File: config.mk
export PLATFORM = sky130hd
export DESIGN_NAME = snes_load_top
export DESIGN_NICKNAME = d
export VERILOG_FILES = /design/src/logic/snes_load_pkg.sv /design/src/logic/byte_lane_bridge.sv /design/src/logic/fill_counter.sv /design/src/logic/fill_pattern.sv /design/src/logic/load_control.sv /design/src/logic/mask_builder.sv /design/src/logic/snes_load_top.sv
export SDC_FILE = /design/constraint.sdc
export NUM_CORES = 1
export LEC_CHECK = 0
export BUFFER_PORTS_ARGS = -buffer_cell sky130_fd_sc_hd__buf_2
export CORE_MARGIN = 1.5
export CORE_UTILIZATION = 47
export CTS_BUF_LIST = sky130_fd_sc_hd__clkbuf_8
export DETAILED_ROUTE_END_ITERATION = 7
export PLACE_DENSITY = 0.86
export SETUP_SLACK_MARGIN = 0.02
export SYNTH_ARGS = -nofsm -noshare
export SYNTH_HDL_FRONTEND = slang
export SYNTH_SLANG_ARGS = --single-unit
File: constraint.sdc
create_clock -name clk_sys -period 2.7 [get_ports clk_sys]
set_clock_uncertainty 0.1 [all_clocks]
set_input_delay 0.54 -clock clk_sys [delete_from_list [all_inputs] [get_ports clk_sys]]
set_output_delay 0.54 -clock clk_sys [all_outputs]
set_load 0.02 [all_outputs]
File: src/logic/snes_load_pkg.sv
`default_nettype none

package snes_load_pkg;

  // byte address widths on the cpu side
  localparam int fill_addr_bits = 17;
  localparam int wram_addr_bits = 17;
  localparam int aram_addr_bits = 16;

  // cycles between download end and mask latch
  localparam int settle_cycles = 6;
  // divider phase on which core reset may change
  localparam logic [1:0] div_release_phase = 2'd2;

  // header size code, size is 1 KiB << code
  typedef logic [3:0] size_code_t;
  // rom / cart ram address mask
  typedef logic [23:0] mem_mask_t;
  // clear sequence byte address, spans work ram
  typedef logic [fill_addr_bits-1:0] fill_addr_t;
  typedef logic [1:0] fill_mode_t;
  typedef logic [7:0] byte_t;
  typedef logic [15:0] word_t;

  // fill bytes
  localparam byte_t fill_byte_a = 8'h66;
  localparam byte_t fill_byte_b = 8'h99;
  localparam byte_t fill_byte_c = 8'h55;
  localparam byte_t fill_byte_ones = 8'hFF;
  localparam byte_t fill_byte_zero = 8'h00;

  // load sequencing states
  typedef enum logic [1:0] {
    ld_run,
    ld_download,
    ld_settle
  } load_state_t;

endpackage

`default_nettype wire

File: src/logic/byte_lane_bridge.sv
`default_nettype none

module byte_lane_bridge #(
  parameter int addr_bits = 17
) (
  input  wire                            clearing,
  input  wire snes_load_pkg::fill_addr_t fill_addr,
  input  wire snes_load_pkg::byte_t      fill_byte,
  input  wire [addr_bits-1:0]            ram_addr,
  input  wire snes_load_pkg::byte_t      ram_d,
  input  wire                            ram_ce_n,
  input  wire                            ram_oe_n,
  input  wire                            ram_we_n,
  input  wire snes_load_pkg::word_t      mem_dout,
  output snes_load_pkg::byte_t           ram_q,
  output logic [addr_bits-2:0]           mem_addr,
  output snes_load_pkg::word_t           mem_din,
  output logic                           mem_we,
  output logic                           mem_be_hi,
  output logic                           mem_be_lo,
  output logic                           mem_re
);

  logic [addr_bits-1:0] byte_addr;
  logic                 lane_hi;
  snes_load_pkg::byte_t wr_byte;

  // clear sequencer owns the port while clearing
  assign byte_addr = clearing ? fill_addr[addr_bits-1:0] : ram_addr;
  assign wr_byte   = clearing ? fill_byte : ram_d;

  // odd byte lives in the high lane
  assign lane_hi = byte_addr[0];

  // word address drops the lane bit
  assign mem_addr = byte_addr[addr_bits-1:1];

  // write byte in its lane, zero in the other
  assign mem_din = lane_hi ? {wr_byte, 8'h00} : {8'h00, wr_byte};

  // lane enables follow the address alone
  assign mem_be_hi = lane_hi;
  assign mem_be_lo = ~lane_hi;

  // clear writes every cycle and never reads
  assign mem_we = clearing | (~ram_ce_n & ~ram_we_n);
  assign mem_re = ~clearing & ~ram_ce_n & ~ram_oe_n;

  // read data same cycle, byte picked by lane
  assign ram_q = lane_hi ? mem_dout[15:8] : mem_dout[7:0];

endmodule

`default_nettype wire

File: src/logic/fill_counter.sv
`default_nettype none

module fill_counter (
  input  wire                      clk_sys,
  input  wire                      reset,
  input  wire                      clearing,
  input  wire                      div_tick,
  output snes_load_pkg::fill_addr_t fill_addr,
  output logic                     fill_last
);

  // all ones marks the final byte of work ram
  assign fill_last = &fill_addr;

  // clear address, parked at zero outside a clear
  always_ff @(posedge clk_sys) begin
    if (!reset) begin
      fill_addr <= '0;
    end else if (!clearing) begin
      fill_addr <= '0;
    end else if (div_tick) begin
      // one byte per divider period, slow enough for the psram
      fill_addr <= fill_addr + 1'b1;
    end
  end

endmodule

`default_nettype wire

File: src/logic/fill_pattern.sv
`default_nettype none

module fill_pattern (
  input  wire snes_load_pkg::fill_addr_t fill_addr,
  input  wire snes_load_pkg::fill_mode_t fill_mode,
  output snes_load_pkg::byte_t           fill_byte
);

  always_comb begin
    case (fill_mode)
      // checker of 66/99 from address bits 8 and 2
      2'd0: begin
        fill_byte = (fill_addr[8] ^ fill_addr[2]) ? snes_load_pkg::fill_byte_a
                                                  : snes_load_pkg::fill_byte_b;
      end
      // ff/00 from address bits 9 and 0
      2'd1: begin
        fill_byte = (fill_addr[9] ^ fill_addr[0]) ? snes_load_pkg::fill_byte_ones
                                                  : snes_load_pkg::fill_byte_zero;
      end
      // flat 55
      2'd2: begin
        fill_byte = snes_load_pkg::fill_byte_c;
      end
      // flat ff
      default: begin
        fill_byte = snes_load_pkg::fill_byte_ones;
      end
    endcase
  end

endmodule

`default_nettype wire

File: src/logic/load_control.sv
`default_nettype none

module load_control (
  input  wire  clk_sys,
  input  wire  reset,
  input  wire  cart_download,
  input  wire  reset_request,
  input  wire  fill_last,
  output logic clearing,
  output logic div_tick,
  output logic load_masks,
  output logic core_reset_n,
  output logic refresh
);

  // wide enough to hold the settle load value
  localparam int cnt_bits = $clog2(snes_load_pkg::settle_cycles + 1);

  snes_load_pkg::load_state_t state;
  logic                       prev_download;
  logic                       dl_rise;
  logic                       dl_fall;
  logic [cnt_bits-1:0]        settle_cnt;
  logic [1:0]                 div;
  logic                       hold;

  // download edges against last sampled level
  assign dl_rise = cart_download & ~prev_download;
  assign dl_fall = ~cart_download & prev_download;

  // anything that keeps the core parked
  assign hold = reset_request | cart_download | clearing | (settle_cnt != '0);

  // fill pacing, one tick per divider period
  assign div_tick = (div == 2'd0);

  // masks latch on the last settle count
  assign load_masks = (state == snes_load_pkg::ld_settle) &&
                      (settle_cnt == cnt_bits'(1));

  // sequencing FSM and settle countdown
  always_ff @(posedge clk_sys) begin
    if (!reset) begin
      state         <= snes_load_pkg::ld_run;
      prev_download <= 1'b0;
      settle_cnt    <= '0;
    end else begin
      prev_download <= cart_download;
      // free countdown, overridden below
      if (settle_cnt != '0) begin
        settle_cnt <= settle_cnt - 1'b1;
      end
      case (state)
        snes_load_pkg::ld_run: begin
          if (dl_rise) begin
            state <= snes_load_pkg::ld_download;
          end
        end
        snes_load_pkg::ld_download: begin
          // download done, give the size codes time to settle
          if (dl_fall) begin
            state      <= snes_load_pkg::ld_settle;
            settle_cnt <= cnt_bits'(snes_load_pkg::settle_cycles);
          end
        end
        snes_load_pkg::ld_settle: begin
          // new download restarts the whole sequence
          if (dl_rise) begin
            state      <= snes_load_pkg::ld_download;
            settle_cnt <= '0;
          end else if (settle_cnt == cnt_bits'(1)) begin
            state <= snes_load_pkg::ld_run;
          end
        end
        default: begin
          state <= snes_load_pkg::ld_run;
        end
      endcase
    end
  end

  // ram clear flag
  always_ff @(posedge clk_sys) begin
    if (!reset) begin
      clearing <= 1'b0;
    end else if (dl_rise) begin
      clearing <= 1'b1;
    end else if (fill_last) begin
      // last address reached
      clearing <= 1'b0;
    end
  end

  // 4-cycle divider, refresh slot and core reset release
  always_ff @(posedge clk_sys) begin
    if (!reset) begin
      div          <= 2'd0;
      refresh      <= 1'b0;
      core_reset_n <= 1'b0;
    end else begin
      div     <= div + 2'd1;
      refresh <= (div == 2'd0);
      // reset only changes on one phase of the divider
      if (div == snes_load_pkg::div_release_phase) begin
        core_reset_n <= ~hold;
      end
    end
  end

endmodule

`default_nettype wire

File: src/logic/mask_builder.sv
`default_nettype none

module mask_builder (
  input  wire                       clk_sys,
  input  wire                       reset,
  input  wire                       load_masks,
  input  wire snes_load_pkg::size_code_t rom_size_code,
  input  wire snes_load_pkg::size_code_t ram_size_code,
  output snes_load_pkg::mem_mask_t  rom_mask,
  output snes_load_pkg::mem_mask_t  ram_mask,
  output snes_load_pkg::size_code_t sram_size
);

  snes_load_pkg::mem_mask_t rom_mask_next;
  snes_load_pkg::mem_mask_t ram_mask_next;

  // size is 1 KiB << code, mask is size - 1
  assign rom_mask_next = (snes_load_pkg::mem_mask_t'(1024) << rom_size_code) -
                         snes_load_pkg::mem_mask_t'(1);

  // code 0 means no cart ram at all
  assign ram_mask_next = (ram_size_code != '0) ?
                         (snes_load_pkg::mem_mask_t'(1024) << ram_size_code) -
                         snes_load_pkg::mem_mask_t'(1) : '0;

  // latched once per load, held while the core runs
  always_ff @(posedge clk_sys) begin
    if (!reset) begin
      rom_mask  <= '0;
      ram_mask  <= '0;
      sram_size <= '0;
    end else if (load_masks) begin
      rom_mask  <= rom_mask_next;
      ram_mask  <= ram_mask_next;
      sram_size <= ram_size_code;
    end
  end

endmodule

`default_nettype wire

File: src/logic/snes_load_top.sv
`default_nettype none

module snes_load_top (
  input  wire                                          clk_sys,
  input  wire                                          reset,
  input  wire                                          cart_download,
  input  wire                                          reset_request,
  input  wire snes_load_pkg::size_code_t               rom_size_code,
  input  wire snes_load_pkg::size_code_t               ram_size_code,
  input  wire snes_load_pkg::fill_mode_t               wram_fill_mode,
  input  wire snes_load_pkg::fill_mode_t               aram_fill_mode,
  // work ram, cpu side
  input  wire [snes_load_pkg::wram_addr_bits-1:0]      wram_addr,
  input  wire snes_load_pkg::byte_t                    wram_d,
  output wire snes_load_pkg::byte_t                    wram_q,
  input  wire                                          wram_ce_n,
  input  wire                                          wram_oe_n,
  input  wire                                          wram_we_n,
  // work ram, memory side
  output wire [snes_load_pkg::wram_addr_bits-2:0]      wram_mem_addr,
  output wire snes_load_pkg::word_t                    wram_mem_din,
  input  wire snes_load_pkg::word_t                    wram_mem_dout,
  output wire                                          wram_mem_we,
  output wire                                          wram_mem_be_hi,
  output wire                                          wram_mem_be_lo,
  output wire                                          wram_mem_re,
  // audio ram, cpu side
  input  wire [snes_load_pkg::aram_addr_bits-1:0]      aram_addr,
  input  wire snes_load_pkg::byte_t                    aram_d,
  output wire snes_load_pkg::byte_t                    aram_q,
  input  wire                                          aram_ce_n,
  input  wire                                          aram_oe_n,
  input  wire                                          aram_we_n,
  // audio ram, memory side
  output wire [snes_load_pkg::aram_addr_bits-2:0]      aram_mem_addr,
  output wire snes_load_pkg::word_t                    aram_mem_din,
  input  wire snes_load_pkg::word_t                    aram_mem_dout,
  output wire                                          aram_mem_we,
  output wire                                          aram_mem_be_hi,
  output wire                                          aram_mem_be_lo,
  output wire                                          aram_mem_re,
  // core side
  output wire snes_load_pkg::mem_mask_t                rom_mask,
  output wire snes_load_pkg::mem_mask_t                ram_mask,
  output wire snes_load_pkg::size_code_t               sram_size,
  output wire                                          core_reset_n,
  output wire                                          refresh,
  output wire                                          clearing
);

  wire                            div_tick;
  wire                            load_masks;
  wire                            fill_last;
  wire snes_load_pkg::fill_addr_t fill_addr;
  wire snes_load_pkg::byte_t      wram_fill_byte;
  wire snes_load_pkg::byte_t      aram_fill_byte;

  // download / settle / reset sequencing
  load_control i_load_control (
    .clk_sys       (clk_sys),
    .reset         (reset),
    .cart_download (cart_download),
    .reset_request (reset_request),
    .fill_last     (fill_last),
    .clearing      (clearing),
    .div_tick      (div_tick),
    .load_masks    (load_masks),
    .core_reset_n  (core_reset_n),
    .refresh       (refresh)
  );

  // shared clear address for both rams
  fill_counter i_fill_counter (
    .clk_sys   (clk_sys),
    .reset     (reset),
    .clearing  (clearing),
    .div_tick  (div_tick),
    .fill_addr (fill_addr),
    .fill_last (fill_last)
  );

  mask_builder i_mask_builder (
    .clk_sys       (clk_sys),
    .reset         (reset),
    .load_masks    (load_masks),
    .rom_size_code (rom_size_code),
    .ram_size_code (ram_size_code),
    .rom_mask      (rom_mask),
    .ram_mask      (ram_mask),
    .sram_size     (sram_size)
  );

  // independent patterns per ram
  fill_pattern wram_pattern (
    .fill_addr (fill_addr),
    .fill_mode (wram_fill_mode),
    .fill_byte (wram_fill_byte)
  );

  fill_pattern aram_pattern (
    .fill_addr (fill_addr),
    .fill_mode (aram_fill_mode),
    .fill_byte (aram_fill_byte)
  );

  byte_lane_bridge #(
    .addr_bits (snes_load_pkg::wram_addr_bits)
  ) wram_bridge (
    .clearing  (clearing),
    .fill_addr (fill_addr),
    .fill_byte (wram_fill_byte),
    .ram_addr  (wram_addr),
    .ram_d     (wram_d),
    .ram_ce_n  (wram_ce_n),
    .ram_oe_n  (wram_oe_n),
    .ram_we_n  (wram_we_n),
    .mem_dout  (wram_mem_dout),
    .ram_q     (wram_q),
    .mem_addr  (wram_mem_addr),
    .mem_din   (wram_mem_din),
    .mem_we    (wram_mem_we),
    .mem_be_hi (wram_mem_be_hi),
    .mem_be_lo (wram_mem_be_lo),
    .mem_re    (wram_mem_re)
  );

  // audio ram only sees the low 16 address bits of the clear
  byte_lane_bridge #(
    .addr_bits (snes_load_pkg::aram_addr_bits)
  ) aram_bridge (
    .clearing  (clearing),
    .fill_addr (fill_addr),
    .fill_byte (aram_fill_byte),
    .ram_addr  (aram_addr),
    .ram_d     (aram_d),
    .ram_ce_n  (aram_ce_n),
    .ram_oe_n  (aram_oe_n),
    .ram_we_n  (aram_we_n),
    .mem_dout  (aram_mem_dout),
    .ram_q     (aram_q),
    .mem_addr  (aram_mem_addr),
    .mem_din   (aram_mem_din),
    .mem_we    (aram_mem_we),
    .mem_be_hi (aram_mem_be_hi),
    .mem_be_lo (aram_mem_be_lo),
    .mem_re    (aram_mem_re)
  );

endmodule

`default_nettype wire

After elaboration in Yosys (flattened, before gate mapping)
Cells that the tools add are included.
Widths: inputs -> output; s select.

storage, ports and cells
  bits in registers = 80
  latch bits = 0
  RAM bits = 0
  ROM bits = 0
  output and inout bits = 142
  memories = 0

operators by class
  add/sub/neg operators = 5
  multipliers = 0
  divide/modulo/power cells = 0
  order comparisons = 0
  equal/unequal tests = 11
  shift-type cells = 2
  multiplexer cells = 24
  bitwise logic cells = 27
  reduce and logical (&&, ||, !) cells = 11

operator list
  cell                   number
  $mux 16                3
  $mux 8                 6
  $pmux 8 s3             2
  $shl 11x4->24 const A  2
  $sub 24x1->24 const B  2
  $mux 24                1
  $add 17x1->17 const B  1
  $mux 17                1
  $reduce_and 17->1      1
  $not 1->1              12
  $mux 3                 3
  $and 1x1->1            8
  $eq 2x2->1 const B     4
  $logic_not 2->1        4
  $mux 2                 4
  $eq 2x1->1 const B     3
  $pmux 2 s3             1
  $pmux 3 s2             1
  $or 1x1->1             5
  $ne 2x1->1 const B     2
  $reduce_bool 4->1      1
  $eq 3x1->1 const B     1
  $ne 3x2->1 const B     1
  $reduce_and 3->1       1
  other kinds (8)        10

Logic depth before layout (Yosys ltp)
  depth in word-level cells = 5
  mapped depth = 8
  gate-level depth less buffers = 7

Cells and area by module
From an unflattened synthesis, not the netlist that was laid out.

unflattened totals
  cell total of the unflattened synthesis = 488
  area, all modules = 4322.9 µm²

by module, submodules not included
  module                          instances  cells an instance  area an instance (µm²)  seq. area each (µm²)
  mask_builder                    1          191                1696.6                  680.7
  fill_counter                    1          90                 793.3                   340.3
  load_control                    1          70                 641.9                   220.2
  byte_lane_bridge (wram_bridge)  1          53                 498.0                   0.0
  byte_lane_bridge (aram_bridge)  1          52                 488.0                   0.0
  fill_pattern                    2          16                 102.6                   0.0

Worst setup path after synthesis
OpenSTA, ideal clock, no wires.

  kind = input to output
  start point = input aram_addr[0] in the netlist's numbering
  end point = output aram_mem_din[7]
  data arrival time = 1.733 ns
  data required time = 2.060 ns
  slack = 0.327 ns
  stages on the path = 6
  path buffers = 2
  cell sequence = inv_1 -> o21a_1 -> buf_2 -> inv_2 -> clkbuf_1 -> nor3_1

between the ends
  longest elaborated chain between the ends = 2

ends and longest elaborated chain
  what                line                    source
  from (decl)         snes_load_top.sv:28     input wire [snes_load_pkg::aram_addr_bits-1:0] aram_addr,
  $mux 16             byte_lane_bridge.sv:29  assign byte_addr = clearing ? fill_addr[addr_bits-1:0] : ram_addr;
  via aram_mem_be_hi  snes_load_top.sv:39     output wire aram_mem_be_hi,
  $mux 16             byte_lane_bridge.sv:39  assign mem_din = lane_hi ? {wr_byte, 8'h00} : {8'h00, wr_byte};
  to (decl)           snes_load_top.sv:36     output wire snes_load_pkg::word_t aram_mem_din,

The timed path passes the listed nets, and every way through them passes these cells.

Worst setup path in the final report
  start point = register i_fill_counter.fill_addr[2]
  end point = output aram_mem_din[11]

between the ends
  longest elaborated chain between the ends = 5

ends and longest elaborated chain
  what                    line                    source
  from (decl)             fill_counter.sv:8       output snes_load_pkg::fill_addr_t fill_addr,
  from (signal assigned)  fill_counter.sv:23      fill_addr <= fill_addr + 1'b1;
  $xor 1x1->1             fill_pattern.sv:13      fill_byte = (fill_addr[8] ^ fill_addr[2]) ? snes_load_pkg::fill_byte_a
  $mux 8                  fill_pattern.sv:13
  $pmux 8 s3              fill_pattern.sv:10      case (fill_mode)
  $mux 8                  byte_lane_bridge.sv:30  assign wr_byte = clearing ? fill_byte : ram_d;
  $mux 16                 byte_lane_bridge.sv:39

No other way between the ends.

==> results by group <==
Run status
  • Outcome: completed

Synth
  • Yosys warnings: 0
  • Netlist Area Pre-Place: 4050 um^2
  • Post-synth cell types: 53
  • Async SR Flop Fraction: 0%
  • Mapped Cells: 570
  • Top-area cell type share of the netlist area: 30.6%
  • Average size of a mapped cell: 7.11 um^2
  • Flops & latches, synth: 62
  • Largest cells by area after synthesis: dfxtp_1 31%, nand2_1 9.9%, o21ai_0 5.2%
  • Post-synth EDFFs: 0
  • Sequential share of the synthesized area: a little under a third
  • Area leader, netlist: dfxtp_1
  • Most used DFF post-synth: dfxtp_1
  • Syn Nets: 686

Power
  • Pleak: between 2 and 3 nW
  • Peak supply drop: around 0.33 mV
  • P per Cell Area: a little under 500 nW/um^2

Finish
  • Ratio of cells with drive above 1 in the final layout: 36.6%
  • Post-route cell area: 5340 um^2
  • Final net count: 886
  • Synth-to-Final Area Change: 31.7%

Timing
  • Slew margin rel.: 48.0%
  • Worst hold margin: around 0.32 ns
  • Worst Slack Setup Final: approximately 0.18 ns
  • Tmin final: 2.52 ns
  • Final Max Slew Viols: 0
  • RSZ-0062 raised after global routing: no
  • Worst Tran Pin Value: 0.781 ns
  • Final setup fails: 0
  • Fin Setup TNS: 0 ns
  • Final Hold Viols: 0
  • Maximum clock frequency: a little under 400 MHz
  • Final period util: between 90% and 100%

CTS
  • CTS Sinks: 62
  • Max clock buf depth: 2
  • Clock-pin slew on the worst setup and hold paths: 0.07 ns
  • Post-cts sizing count: 2
  • Number of setup buffers added after CTS: 0
  • TritonCTS clock tree: done
  • Num CTS Buffers: 9
  • Hold Buf Count CTS: 0
  • H-tree levels: 3
  • Root buf cell: clkbuf_8
  • Clock latency on the worst-skew pair: between 0.3 and 0.4 ns

GRT
  • Tot GR Track Use: 24.0%
  • Initial antenna violation count: 2
  • Residual overflow from global routing: 0
  • First-pass GRT wire length: 17600 um
  • Pin count of the biggest net entering global routing: 59
  • Vias in the first global route: 4023

Detailed routing
  • Wirelength per Cell: 13.4 um
  • DRT antenna net count: 0
  • TritonRoute pass-1 iters: 5
  • DR iter-0 viols: 145
  • Final WL: 11800 um
  • Via/cell ratio: slightly above 5
  • Vias: between 4000 and 5000
  • DR DRC count: 0

Placement
  • GPL Wtd Cong: between 0.8 and 0.9
  • DP Wirelength: 9160 um
  • Setup WS pre-CTS: between 0.15 and 0.2 ns
  • Port Buffers: 244
  • Cell Area, Placed: 5120 um^2

Critical path
  • Worst EP required: 2.06 ns
  • Worst-path fanout max: 7
  • Crit path kind: reg2out
  • Crit start category: flip-flop
  • Critical Path AT: approximately 1.9 ns
  • Worst Setup End Kind: primary output
  • R2R Setup Slk: 0.62 ns

Die
  • Full die area: 9190 um^2
  • Die height: 95.8 um
  • FP Rows: 33
  • CORE AREA: 8300 um^2
  • Io pins: 245
  • Initial Util: between 40 and 50%
  • Die W: 95.8 um

Run
  • Max-cap check violation count: 0

Worst hold path
  • Hold WC Path Type: reg2reg
[stage by stage]
step                      power [W]  instances  util (%)
final                       0.00258        882      64.3
after global routing        0.00273        882      64.3
after CTS                   0.00258        880      63.8
after detailed placement    0.00186        864      61.7
after global placement      0.00183        864      61.7
after floorplan             0.00159        570         -
[critical path, stage by stage (launching register included)]
cell	delay [ns]
dfxtp_1	0.52
xor2_1	0.23
mux2i_1	0.15
a21oi_1	0.37
nor3_1	0.10
buf_2	0.17
[cell usage after synthesis, drive strengths merged (3+ instances only)]
| master | count |
|---|---|
| a21boi | 19 |
| a21o | 5 |
| a21oi | 14 |
| a31oi | 7 |
| and2 | 3 |
| and3 | 4 |
| and4 | 3 |
| buf | 28 |
| clkbuf | 32 |
| dfxtp | 62 |
| ha | 13 |
| inv | 45 |
| mux2i | 10 |
| nand2 | 107 |
| nand2b | 4 |
| nand3 | 11 |
| nand4 | 8 |
| nor2 | 45 |
| nor2b | 4 |
| nor3 | 38 |
| nor3b | 7 |
| nor4b | 3 |
| o211a | 7 |
| o21a | 3 |
| o21ai | 44 |
| o21bai | 3 |
| or3 | 5 |
| xnor2 | 8 |
| xor2 | 9 |
[area by class of cell]
| cell class | instances | area (um^2) |
|---|---|---|
| antenna | 2 | 5.00 |
| clock buffer | 9 | 124 |
| clock inverter | 7 | 47.5 |
| fill | 714 | 2960 |
| inverter | 45 | 169 |
| multi-input combinational | 403 | 2350 |
| sequential | 62 | 1240 |
| tap | 105 | 131 |
| timing repair buffer | 249 | 1260 |
[flip-flops by register name, indices dropped and copies added, names as in the netlist, 2 cells and up]
| name | flops |
|---|---|
| i_fill_counter.fill_addr | 17 |
| i_mask_builder.ram_mask | 15 |
| i_mask_builder.rom_mask | 15 |
| i_mask_builder.sram_size | 4 |
| i_load_control.settle_cnt | 3 |
| i_load_control.div | 2 |
| i_load_control.state | 2 |
[metal layers]
layer	vias up	track usage [%]	wire, um
li1	2283	-	-
met1	2088	24.8	4530
met2	183	46.3	6140
met3	21	5.69	886
met4	0	8.58	263
met5	-	0	0
[cell families (layout without fill, tap and decap cells)]
kind of cell	count (synthesis)	after routing	synth area share, %
mux	11	11	2.75
compound gates	111	111	17.4
buf+inv	105	310	12.2
other cells	0	2	0
simple gates	251	251	29.2
fa+ha+maj	13	13	4.01
xor+xnor	17	17	3.68
flops	62	62	30.6
[placed cells by master, fill, tap and decap left out, types with 5 or more instances in the layout]
cell / netlist / final
xnor2_1: 8 / 7
a21oi_1: 14 / 14
nand2_1: 107 / 107
ha_1: 13 / 13
mux2i_1: 10 / 10
buf_2: 8 / 244
a21o_1: 5 / 5
nand3_1: 10 / 10
a31oi_1: 7 / 7
nor3_1: 38 / 38
nor2_1: 45 / 44
dfxtp_1: 62 / 61
xor2_1: 9 / 9
clkbuf_8: 0 / 9
a21boi_1: 17 / 17
nand4_1: 8 / 8
or3_1: 5 / 5
inv_1: 42 / 42
o211a_1: 7 / 7
o21ai_0: 42 / 42
[power breakdown]
group / internal, W / switching, W / total, W
Sequential: 0.000950 / 0.0000359 / 0.000986
Combinational: 0.000353 / 0.000520 / 0.000873
Clock: 0.000333 / 0.000386 / 0.000720
[worst paths after layout]
kind                                                to  depth (start not counted)                                      from
max                                   aram_mem_din[11]                          5  i_fill_counter.fill_addr[2]$_SDFFE_PN0P_
min                   i_load_control.div[0]$_SDFF_PN0_                          1          i_load_control.div[0]$_SDFF_PN0_
max reg2reg  i_fill_counter.fill_addr[15]$_SDFFE_PN0P_                          6          i_load_control.div[0]$_SDFF_PN0_
min reg2reg           i_load_control.div[0]$_SDFF_PN0_                          1          i_load_control.div[0]$_SDFF_PN0_
Note: power is estimated with default switching activity, not from simulation.
